<file path="config.mk">
export PLATFORM = sky130hd
export DESIGN_NAME = load_queue_flat
export DESIGN_NICKNAME = d
export VERILOG_FILES = /design/src/lsq_types_pkg.sv /design/src/lsq_if.sv /design/src/load_queue.sv /design/src/flat_wrapper.sv
export SDC_FILE = /design/constraint.sdc
export NUM_CORES = 2
export LEC_CHECK = 0
export ABC_AREA = 1
export BUFFER_PORTS_ARGS = -buffer_cell sky130_fd_sc_hd__buf_4
export CAP_MARGIN = 10
export CORE_ASPECT_RATIO = 1.75
export CORE_UTILIZATION = 55
export DETAILED_ROUTE_END_ITERATION = 7
export PLACE_DENSITY = 0.77
export SLEW_MARGIN = 20
export SYNTH_ARGS = -nofsm -noshare
export SYNTH_HDL_FRONTEND = slang
export SYNTH_SLANG_ARGS = --single-unit
</file>
<file path="constraint.sdc">
create_clock -name clock -period 20.5 [get_ports clock]
set_input_delay 3.075 -clock clock [delete_from_list [all_inputs] [get_ports clock]]
set_output_delay 3.075 -clock clock [all_outputs]
set_load 0.03 [all_outputs]
</file>
<file path="src/lsq_types_pkg.sv">
// Operand, register tag and reorder-buffer types shared by the load/store queue.
// Files refer to these by scoped names.

`default_nettype none

package lsq_types_pkg;

	localparam int DATA_WIDTH = 64;
	localparam int PRF_SIZE = 64;	// Physical registers
	localparam int ROB_SIZE = 32;	// Reorder-buffer entries

	// Data word or byte address
	typedef logic [DATA_WIDTH-1:0] data_t;

	// Physical register tag, as carried on the result bus
	typedef logic [$clog2(PRF_SIZE)-1:0] tag_t;

	// Reorder-buffer index, age is the distance from the ROB head
	typedef logic [$clog2(ROB_SIZE)-1:0] rob_idx_t;

endpackage

`default_nettype wire

</file>
<file path="src/lsq_if.sv">
// Interfaces inside the load/store queue.
// Dispatch fans out to both queues, each queue offers one memory request
// to the arbiter and gets a grant pulse back when memory accepts it.

`timescale 1ns/1ps
`default_nettype none

interface lsq_dispatch_if;
	logic                    valid;
	logic                    is_store;
	lsq_types_pkg::data_t    base;
	lsq_types_pkg::data_t    offset;		// Tag in the low bits until ready
	logic                    offset_ready;
	lsq_types_pkg::data_t    store_data;	// Tag in the low bits until ready
	logic                    store_data_ready;
	lsq_types_pkg::rob_idx_t rob_idx;
	lsq_types_pkg::tag_t     dest_tag;

	modport receiver (input valid, is_store, base, offset, offset_ready,
		store_data, store_data_ready, rob_idx, dest_tag);
endinterface

interface load_req_if #(
	parameter int LQ_SIZE = 8
);
	logic                       valid;
	logic [$clog2(LQ_SIZE)-1:0] index;
	lsq_types_pkg::data_t       address;
	logic [LQ_SIZE-1:0]         grant;		// One-hot over load entries

	modport queue (output valid, index, address, input grant);
	modport arbiter (input valid, index, address, output grant);
endinterface


`default_nettype wire

</file>
<file path="src/load_queue.sv">
// Load queue. Holds dispatched loads until their offset arrives, offers
// the lowest ready load that is older than the store queue head, collects
// fill data and broadcasts one finished load per cycle on the result port.

`timescale 1ns/1ps
`default_nettype none

module load_queue #(
	parameter int LQ_SIZE = 8,
	localparam int IDX_W = $clog2(LQ_SIZE)
) (
	input  wire                            clock,
	input  wire                            reset,
	input  wire                            mispredict,
	lsq_dispatch_if.receiver               dispatch,
	input  wire                            cdb_valid,
	input  wire lsq_types_pkg::tag_t       cdb_tag,
	input  wire lsq_types_pkg::data_t      cdb_data,
	input  wire lsq_types_pkg::rob_idx_t   rob_head,
	input  wire lsq_types_pkg::rob_idx_t   sq_head_rob_idx,
	input  wire                            sq_empty,
	load_req_if.queue                      load_req,
	input  wire                            fill_valid,
	input  wire [IDX_W-1:0]                fill_index,
	input  wire lsq_types_pkg::data_t      mem_data_in,
	output logic                           result_valid,
	output lsq_types_pkg::tag_t            result_tag,
	output lsq_types_pkg::data_t           result_data,
	output lsq_types_pkg::rob_idx_t        result_rob_idx,
	output logic                           lq_full
);

	logic [LQ_SIZE-1:0] valid;
	logic [LQ_SIZE-1:0] requested;	// Sent to memory, waiting for fill
	logic [LQ_SIZE-1:0] done;		// Data back, waiting for broadcast
	logic [LQ_SIZE-1:0] offset_ready;
	lsq_types_pkg::data_t base [LQ_SIZE];
	lsq_types_pkg::data_t offset [LQ_SIZE];
	lsq_types_pkg::data_t data [LQ_SIZE];
	lsq_types_pkg::rob_idx_t rob_idx [LQ_SIZE];
	lsq_types_pkg::tag_t dest_tag [LQ_SIZE];

	logic [IDX_W-1:0] alloc_index;
	logic [IDX_W-1:0] out_index;
	lsq_types_pkg::rob_idx_t store_age;
	logic dispatch_load;
	logic dispatch_hit;

	assign lq_full = &valid;
	assign dispatch_load = dispatch.valid && !dispatch.is_store && !lq_full;
	assign dispatch_hit = !dispatch.offset_ready && cdb_valid &&
		cdb_tag == lsq_types_pkg::tag_t'(dispatch.offset);
	assign store_age = sq_head_rob_idx - rob_head;

	always_comb begin
		alloc_index = '0;
		for (int i = LQ_SIZE - 1; i >= 0; i--)
			if (!valid[i])
				alloc_index = IDX_W'(i);	// Lowest free entry wins
	end

	////////////////////
	// Issue candidate
	////////////////////
	always_comb begin
		load_req.valid = 1'b0;
		load_req.index = '0;
		for (int i = LQ_SIZE - 1; i >= 0; i--) begin
			if (valid[i] && offset_ready[i] && !requested[i] && (sq_empty ||
					lsq_types_pkg::rob_idx_t'(rob_idx[i] - rob_head) < store_age)) begin
				load_req.valid = 1'b1;
				load_req.index = IDX_W'(i);
			end
		end
	end

	assign load_req.address = base[load_req.index] + offset[load_req.index];

	////////////////////
	// Result broadcast
	////////////////////
	always_comb begin
		result_valid = 1'b0;
		out_index = '0;
		for (int i = LQ_SIZE - 1; i >= 0; i--) begin
			if (done[i]) begin
				result_valid = 1'b1;
				out_index = IDX_W'(i);
			end
		end
	end

	assign result_tag = dest_tag[out_index];
	assign result_data = data[out_index];
	assign result_rob_idx = rob_idx[out_index];

	// Entry state, a flush empties the whole queue
	always_ff @(posedge clock) begin
		if (reset || mispredict) begin
			valid <= '0;
			requested <= '0;
			done <= '0;
		end else begin
			for (int i = 0; i < LQ_SIZE; i++) begin
				if (load_req.grant[i])
					requested[i] <= 1'b1;
				if (fill_valid && fill_index == IDX_W'(i))
					done[i] <= 1'b1;
				if (result_valid && out_index == IDX_W'(i)) begin
					valid[i] <= 1'b0;
					requested[i] <= 1'b0;
					done[i] <= 1'b0;
				end
				if (dispatch_load && alloc_index == IDX_W'(i)) begin
					valid[i] <= 1'b1;
					requested[i] <= 1'b0;
					done[i] <= 1'b0;
				end
			end
		end
	end

	// Operands and load data
	always_ff @(posedge clock) begin
		for (int i = 0; i < LQ_SIZE; i++) begin
			if (dispatch_load && alloc_index == IDX_W'(i)) begin
				base[i] <= dispatch.base;
				offset[i] <= dispatch_hit ? cdb_data : dispatch.offset;
				offset_ready[i] <= dispatch.offset_ready || dispatch_hit;
				rob_idx[i] <= dispatch.rob_idx;
				dest_tag[i] <= dispatch.dest_tag;
			end else if (!offset_ready[i] && cdb_valid &&
					cdb_tag == lsq_types_pkg::tag_t'(offset[i])) begin
				offset[i] <= cdb_data;	// Late offset from the result bus
				offset_ready[i] <= 1'b1;
			end
			if (fill_valid && fill_index == IDX_W'(i))
				data[i] <= mem_data_in;
		end
	end

endmodule

`default_nettype wire

</file>
<file path="src/flat_wrapper.sv">
// flat-port wrapper written by rule: the top's interface ports become plain ports
module load_queue_flat 
#(
	parameter int LQ_SIZE = 8,
	localparam int IDX_W = $clog2(LQ_SIZE)
)
  (clock, reset, mispredict, cdb_valid, cdb_tag, cdb_data, rob_head, sq_head_rob_idx, sq_empty, fill_valid, fill_index, mem_data_in, result_valid, result_tag, result_data, result_rob_idx, lq_full, dispatch_valid, dispatch_is_store, dispatch_base, dispatch_offset, dispatch_offset_ready, dispatch_store_data, dispatch_store_data_ready, dispatch_rob_idx, dispatch_dest_tag, load_req_valid, load_req_index, load_req_address, load_req_grant);
  lsq_dispatch_if dispatch_i ();
  load_req_if #(.LQ_SIZE(LQ_SIZE)) load_req_i ();
  input  wire clock;
  input  wire reset;
  input  wire mispredict;
  input  wire cdb_valid;
  input  wire lsq_types_pkg::tag_t cdb_tag;
  input  wire lsq_types_pkg::data_t cdb_data;
  input  wire lsq_types_pkg::rob_idx_t rob_head;
  input  wire lsq_types_pkg::rob_idx_t sq_head_rob_idx;
  input  wire sq_empty;
  input  wire fill_valid;
  input  wire [IDX_W-1:0] fill_index;
  input  wire lsq_types_pkg::data_t mem_data_in;
  output logic result_valid;
  output lsq_types_pkg::tag_t result_tag;
  output lsq_types_pkg::data_t result_data;
  output lsq_types_pkg::rob_idx_t result_rob_idx;
  output logic lq_full;
  input wire logic [$bits(dispatch_i.valid)-1:0] dispatch_valid;
  input wire logic [$bits(dispatch_i.is_store)-1:0] dispatch_is_store;
  input wire logic [$bits(dispatch_i.base)-1:0] dispatch_base;
  input wire logic [$bits(dispatch_i.offset)-1:0] dispatch_offset;
  input wire logic [$bits(dispatch_i.offset_ready)-1:0] dispatch_offset_ready;
  input wire logic [$bits(dispatch_i.store_data)-1:0] dispatch_store_data;
  input wire logic [$bits(dispatch_i.store_data_ready)-1:0] dispatch_store_data_ready;
  input wire logic [$bits(dispatch_i.rob_idx)-1:0] dispatch_rob_idx;
  input wire logic [$bits(dispatch_i.dest_tag)-1:0] dispatch_dest_tag;
  output wire logic [$bits(load_req_i.valid)-1:0] load_req_valid;
  output wire logic [$bits(load_req_i.index)-1:0] load_req_index;
  output wire logic [$bits(load_req_i.address)-1:0] load_req_address;
  input wire logic [$bits(load_req_i.grant)-1:0] load_req_grant;
  assign dispatch_i.valid = dispatch_valid;
  assign dispatch_i.is_store = dispatch_is_store;
  assign dispatch_i.base = dispatch_base;
  assign dispatch_i.offset = dispatch_offset;
  assign dispatch_i.offset_ready = dispatch_offset_ready;
  assign dispatch_i.store_data = dispatch_store_data;
  assign dispatch_i.store_data_ready = dispatch_store_data_ready;
  assign dispatch_i.rob_idx = dispatch_rob_idx;
  assign dispatch_i.dest_tag = dispatch_dest_tag;
  assign load_req_valid = load_req_i.valid;
  assign load_req_index = load_req_i.index;
  assign load_req_address = load_req_i.address;
  assign load_req_i.grant = load_req_grant;
  load_queue #(.LQ_SIZE(LQ_SIZE)) u_core (.clock(clock), .reset(reset), .mispredict(mispredict), .dispatch(dispatch_i), .cdb_valid(cdb_valid), .cdb_tag(cdb_tag), .cdb_data(cdb_data), .rob_head(rob_head), .sq_head_rob_idx(sq_head_rob_idx), .sq_empty(sq_empty), .load_req(load_req_i), .fill_valid(fill_valid), .fill_index(fill_index), .mem_data_in(mem_data_in), .result_valid(result_valid), .result_tag(result_tag), .result_data(result_data), .result_rob_idx(result_rob_idx), .lq_full(lq_full));
endmodule
</file>
* Word level (Yosys, flattened, before mapping)
Memory sizes are Yosys's and may differ from the RTL's.
Index checks and enable logic that the tools add are counted.
** Word-level totals
- Register bits :: 32
- RAM bits :: 1624
- Output and inout bits :: 145
- Logic and storage cells :: 467
- Memories kept :: 5
** Operators by class
- Add/subtract/negate cells :: 10
- $lt $le $gt $ge :: 8
- Eq/ne operators :: 30
- Mux-type cells :: 221
- Bitwise operators :: 8
- Reduce and logical (&&, ||, !) cells :: 153
** Memory list
- u_core.base :: words 8, width 64, rd ports 1, clocked after Yosys merged registers in 0, wr ports 1, RTL line load_queue.sv:37 : lsq_types_pkg::data_t base [LQ_SIZE];
- u_core.data :: words 8, width 64, rd ports 1, clocked after Yosys merged registers in 0, wr ports 1, RTL line load_queue.sv:39 : lsq_types_pkg::data_t data [LQ_SIZE];
- u_core.offset :: words 8, width 64, rd ports 9, clocked after Yosys merged registers in 0, wr ports 8, RTL line load_queue.sv:38 : lsq_types_pkg::data_t offset [LQ_SIZE];
- u_core.dest_tag :: words 8, width 6, rd ports 1, clocked after Yosys merged registers in 0, wr ports 1, RTL line load_queue.sv:41 : lsq_types_pkg::tag_t dest_tag [LQ_SIZE];
- u_core.rob_idx :: words 8, width 5, rd ports 9, clocked after Yosys merged registers in 0, wr ports 1, RTL line load_queue.sv:40 : lsq_types_pkg::rob_idx_t rob_idx [LQ_SIZE];
** Operator list (number)
- two-way mux 64 bit :: 23
- OR reduction 64 bit :: 14
- two-way mux 3 bit :: 52
- two-way mux 1 bit :: 132
- logical AND 1 bit :: 68
- adder 64 bit :: 1
- equality test 6 bit :: 9
- subtractor 5 bit :: 9
- two-way mux 6 bit :: 7
- OR reduction 6 bit :: 7
- less-than comparator 5 bit :: 8
- equality test 3 bit, second input constant :: 12
- two-way mux 5 bit :: 7
- OR reduction 5 bit :: 7
- nonzero test 2 bit :: 16
- OR reduction 3 bit :: 8
- logical NOT 1 bit :: 19
- equality test 3 x 2 -> 1 bit, second input constant :: 6
- logical OR 1 bit :: 10
- equality test 3 x 1 -> 1 bit, second input constant :: 3
- logical NOT 3 bit :: 3
- OR 1 bit :: 8
- AND reduction 8 bit :: 1

* Logic depth before layout (Yosys ltp)
- Word-level depth :: 20
- Gate-level depth with buffers :: 47
- Gate-level depth less buffers :: 45

* Worst setup path before layout
Ideal clock, no wire load.
- Path type :: in2out
- Start :: input port rob_head[1]
- End :: output port load_req_address[48]
- Data arrival time :: 9.312 ns
- Data required time :: 17.425 ns
- Path slack :: 8.113 ns
- Stages on the path :: 41
- Cells stage by stage :: inv_1 > fa_1 > xnor2_1 > ha_1 > nand2_1 > nand2_1 > a21oi_1 > nand3_1 > nand2_1 > inv_1 > nand2_1 > nand2_1 > nand2_1 > nand2_1 > nand3_1 > nand2_1 > nand2_1 > nand2_1 > (+5 left out) > nand2_1 > a31oi_1 > a22o_1 > ha_1 > inv_1 > fa_1 > o21ai_1 > a21oi_1 > o21ai_2 > a21oi_1 > o21ai_1 > a21oi_1 > o21ai_2 > a21oi_1 > o21ai_1 > nand3_1 > nand2_1 > xor2_1
** On the way
- Word-level cells in the longest chain between the ends :: 14
** Ends and longest elaborated chain
- from (decl) :: RTL line flat_wrapper.sv:16 : input wire lsq_types_pkg::rob_idx_t rob_head;
- subtractor 5 bit (on tied branches) :: RTL line load_queue.sv:70, load_queue.sv:53
- less-than comparator 5 bit :: RTL line load_queue.sv:70 : lsq_types_pkg::rob_idx_t'(rob_idx[i] - rob_head) < store_age)) begin
- logical OR 1 bit :: RTL line load_queue.sv:69 : if (valid[i] && offset_ready[i] && !requested[i] && (sq_empty ||
- logical AND 1 bit :: RTL line load_queue.sv:69
- two-way mux 3 bit (7 in a row) :: RTL line load_queue.sv:69
- two-way mux 3 bit (*) :: RTL line load_queue.sv:69
- memory (8 x 64 bit) (on tied branches)
- adder 64 bit (*) :: RTL line load_queue.sv:77 : assign load_req.address = base[load_req.index] + offset[load_req.index];
- to (decl) :: RTL line flat_wrapper.sv:38 : output wire logic [$bits(load_req_i.address)-1:0] load_req_address;
Every way passes the cells marked *; elsewhere a longest branch is shown, timed or not.

* Final worst setup path
- Start :: input port rob_head[1]
- End :: output port load_req_address[63]
Same word-level chain as after synthesis.

==> reports/results.txt <==
The run finished, with violations left. The final reports fail on design-rule violations. The starting utilization of the core area came out at 55.48%.

Gates resized during post-CTS repair numbered 0. The number of buffers inserted during clock tree synthesis was 145; the worst supply voltage drop on vdd was 0.09040 mV. The number of buffers inserted by port buffering came out at 447. The register bit total from synthesis came out at 1656. Number of DRC violations after detailed routing: 1.

The shortest clock period the worst path allows after layout was 16310 ps; the slew of the pin with the lowest slew margin was 1173 ps. The first global-routing pass estimated 326100 um of wire. The tools report the number of nets still failing antenna checks after routing as 0.

Clock skew on the completed layout was measured at 42.96 ps. The tightest min-delay check is of the reg2reg type. The maximum single-stage delay on the critical path works out to 920 ps. By startpoint and endpoint, the worst setup path is classified as in2out.

The achievable clock frequency was 61.31 MHz. For this block, the routed nets add up to 224500 um of wire. The multi-input combinational cells in the finished layout cover a total of 23120 um^2. The H-tree was split into 4 levels. In the final routed layout, each cell accounts on average for 25.04 um. The worst max-slew margin expressed relative to the limit was 21.78%.

The area of the mapped netlist came out at 75430 um^2. For this design, the CTS-stage hold fixing added 0 buffers. The number of pins exceeding their max-slew limit in the final report was 0; the data required time of the worst path was 17430 ps. The tree is rooted in a clkbuf_16. Setup repair after global routing left no endpoint under its margin.

Post-synth net total: 7269. The buffer and inverter count on the worst path is 7, and the depth of the worst register-to-register path is 12. The run gives 0 ps as the final-layout setup total negative slack. Grouping stages by cell kind, the critical path spends the most delay in compound AO/OA/AOI/OAI gates. The worst-path maximum fanout works out to 144. The run gives 7519 as the total number of nets in the final design.

On the critical path, the stage with the largest delay is an instance of inv_8. For the placeable core region, the log shows 135900 um^2. Counting flops with a built-in enable in the synthesized netlist gives 1632. The max-cap violation count is 0.

STA classifies the critical path startpoint as an input pin. Dividing the detail-routed via count by the number of cells gives 6.244. In this run the deepest clock path goes through 3 buffers. In the global route stage, overall resource usage came out at 31.77%. Counting buffers and inverters, the worst setup path is 38 cells deep. TritonCTS built the clock tree. The die width is 281.9 um, and the area taken by flip-flops and latches is 49490 um^2. The worst setup path is captured at a primary output.

The number of antenna violations at the first check in global routing was 48; the maximum number of pins on one net before global-route repair was 145. The netlist uses 55 different library cells. Summing the sequential cell areas from Yosys gives 65.61% of the chip area. Main flop type after synthesis: edfxtp_1. The tightest hold path in the finished design has a slack of 492.2 ps.

The vertical die dimension is 491.9 um. After legalization and detailed placement, the total HPWL measured 134900 um. The standard-cell row count came out at 179. The logs give 0 for the total of endpoints with negative setup slack in the final report and 8681 for the post-placement cell count. The logs give 55966 for the via count of the routed design and 6602 for the detailed router's first-iteration violation count. After global routing the overflow that remains totals 0. The share of flip-flops with an asynchronous set or reset after synthesis is 0%, and the synthesized area divided by synthesized cell count is 11.14 um^2. The count of cells along the worst hold path was 2. The die footprint was 138700 um^2.

The total power divided by cell area works out to 85.59 nW/um^2. In this run the static leakage power is 32.12 nW. Data on the critical path arrives at its endpoint at 13240 ps. The gate count after technology mapping is 6768, and the clock transition at the registers of the reported paths is 70 ps. For the final number of hold-violating endpoints, the log shows 0.

The most numerous cell type found on the critical path is nand2_1. Counting every sink on the clock net gives 1656. The count of cells in the finished layout, fillers not included, comes to 8963. After layout, the worst path uses 79.57% of the clock period. For the count of filler cells inserted in the layout, the log shows 10307. Buffers added to address setup during post-CTS repair amount to 0.

The area overhead of the layout relative to synthesis was 12.62%. Number of warning messages in the yosys log: 0. The logs give 1.026 for the weighted congestion reported at the end of routability-driven placement and 8 for the length of the first detailed-routing pass in iterations. The number of primary I/O pins is 513.

At the later pin of the worst-skew pair, clock insertion delay measures 820 ps. The via count of the first global-routing pass is 54652. The share of layout cells above drive strength 1 is 10.98%.
[cells in the mapped netlist (4+ instances only)]
cell type | number | share of area (%)
buf_4 | 11 | 0.11
nand2_1 | 1821 | 9.1
nand4_1 | 10 | 0.083
inv_1 | 340 | 1.7
o2111ai_1 | 10 | 0.12
a211oi_1 | 6 | 0.060
o21ai_1 | 78 | 0.52
o211ai_1 | 13 | 0.13
a21oi_1 | 142 | 0.94
a32o_1 | 56 | 0.74
nand3_1 | 277 | 1.8
o21ai_0 | 704 | 4.7
xor2_1 | 63 | 0.73
ha_1 | 123 | 2.0
fa_1 | 10 | 0.27
o22ai_1 | 70 | 0.58
buf_2 | 116 | 0.77
a21o_1 | 6 | 0.060
a221oi_1 | 158 | 1.8
nor4_1 | 13 | 0.11
a31oi_1 | 208 | 1.7
o21ai_2 | 4 | 0.046
a22o_1 | 163 | 1.9
edfxtp_1 | 1632 | 65
nor3_1 | 16 | 0.11
o21bai_1 | 8 | 0.080
nor2_1 | 281 | 1.4
or2_2 | 10 | 0.083
dfxtp_1 | 24 | 0.64
buf_1 | 13 | 0.065
o221ai_1 | 6 | 0.070
buf_6 | 8 | 0.12
o21a_1 | 5 | 0.050
xnor2_1 | 50 | 0.58
clkbuf_1 | 265 | 1.3
a21boi_1 | 4 | 0.040
a32oi_1 | 18 | 0.21
[layout by cell type, fill, tap and decap left out, types with 50 or more instances in the layout]
cell	instances
xnor2_1	50
ha_1	123
edfxtp_1	1632
o21ai_1	78
clkbuf_16	145
o22ai_1	70
nor2_1	261
nand3_1	276
a22o_1	163
a32o_1	56
xor2_1	63
inv_1	340
buf_4	511
a221oi_1	158
a31oi_1	208
nand2_1	1811
a21oi_1	142
o21ai_0	704
[registers in the layout (all words and copies together) (netlist names)]
name / count
u_core.base: 512
u_core.data: 512
u_core.dest_tag: 48
u_core.done: 8
u_core.offset: 512
u_core.offset_ready: 8
u_core.requested: 8
u_core.rob_idx: 40
u_core.valid: 8
[kinds of logic after synthesis]
group,synth area share (%)
AND/OR/NAND/NOR,12.77
AO/OA/AOI/OAI,13.89
adder cells (fa/ha/maj),2.306
XOR/XNOR,1.312
flip-flops,65.61
buffers and inverters,4.111
[power breakdown]
group	total [mW]	leakage, nW	switching, mW	internal, mW
registers	3.79	15.0	0.0149	3.78
clock network	2.76	2.31	1.27	1.48
logic	0.722	14.8	0.480	0.242
[metal layers]
layer | wire length, um | GRT usage, % | vias to the layer above
met2 | 107800 | 52.03 | 3433
li1 | - | - | 25016
met4 | 11460 | 17.05 | 74
met3 | 27490 | 8.960 | 713
met1 | 77210 | 37.76 | 26730
met5 | 457 | 0 | -
[final timing paths]
check | slack, ps | endpoint | start
max | 4190 | load_req_address[63] | rob_head[1]
min | 490 | u_core.valid[4]$_SDFFE_PP0P_ | u_core.valid[4]$_SDFFE_PP0P_
max reg2reg | 15740 | u_core.offset[3][46]$_DFFE_PP_ | u_core.valid[2]$_SDFFE_PP0P_
min reg2reg | 490 | u_core.valid[4]$_SDFFE_PP0P_ | u_core.valid[4]$_SDFFE_PP0P_
[tightest hold or removal path, cell delays in order, from the launching register on]
cell,delay (ps)
dfxtp_1,330
nand2_1,70
a21oi_1,50
[layout make-up]
class | instances | area share [%]
Tap cell | 1810 | 2.666
Multi-Input combinational cell | 4352 | 27.22
Inverter | 347 | 1.554
Clock inverter | 95 | 1.233
Timing Repair Buffer | 516 | 4.634
Clock buffer | 174 | 4.400
Sequential cell | 1656 | 58.26
Antenna cell | 13 | 0.03830
[stage by stage]
step	worst slack, ps	total power, mW	area (um^2)	util, %
2_1_floorplan	8113	4.279	75430	-
3_3_place_gp	4419	4.555	80130	58.94
3_5_place_dp	4290	4.575	80130	58.94
5_1_grt	3475	7.456	84920	62.47
4_1_cts	4285	7.272	84910	62.46
6_report	4188	7.271	84950	62.49
No activity file was read; power rests on OpenSTA's default activity.
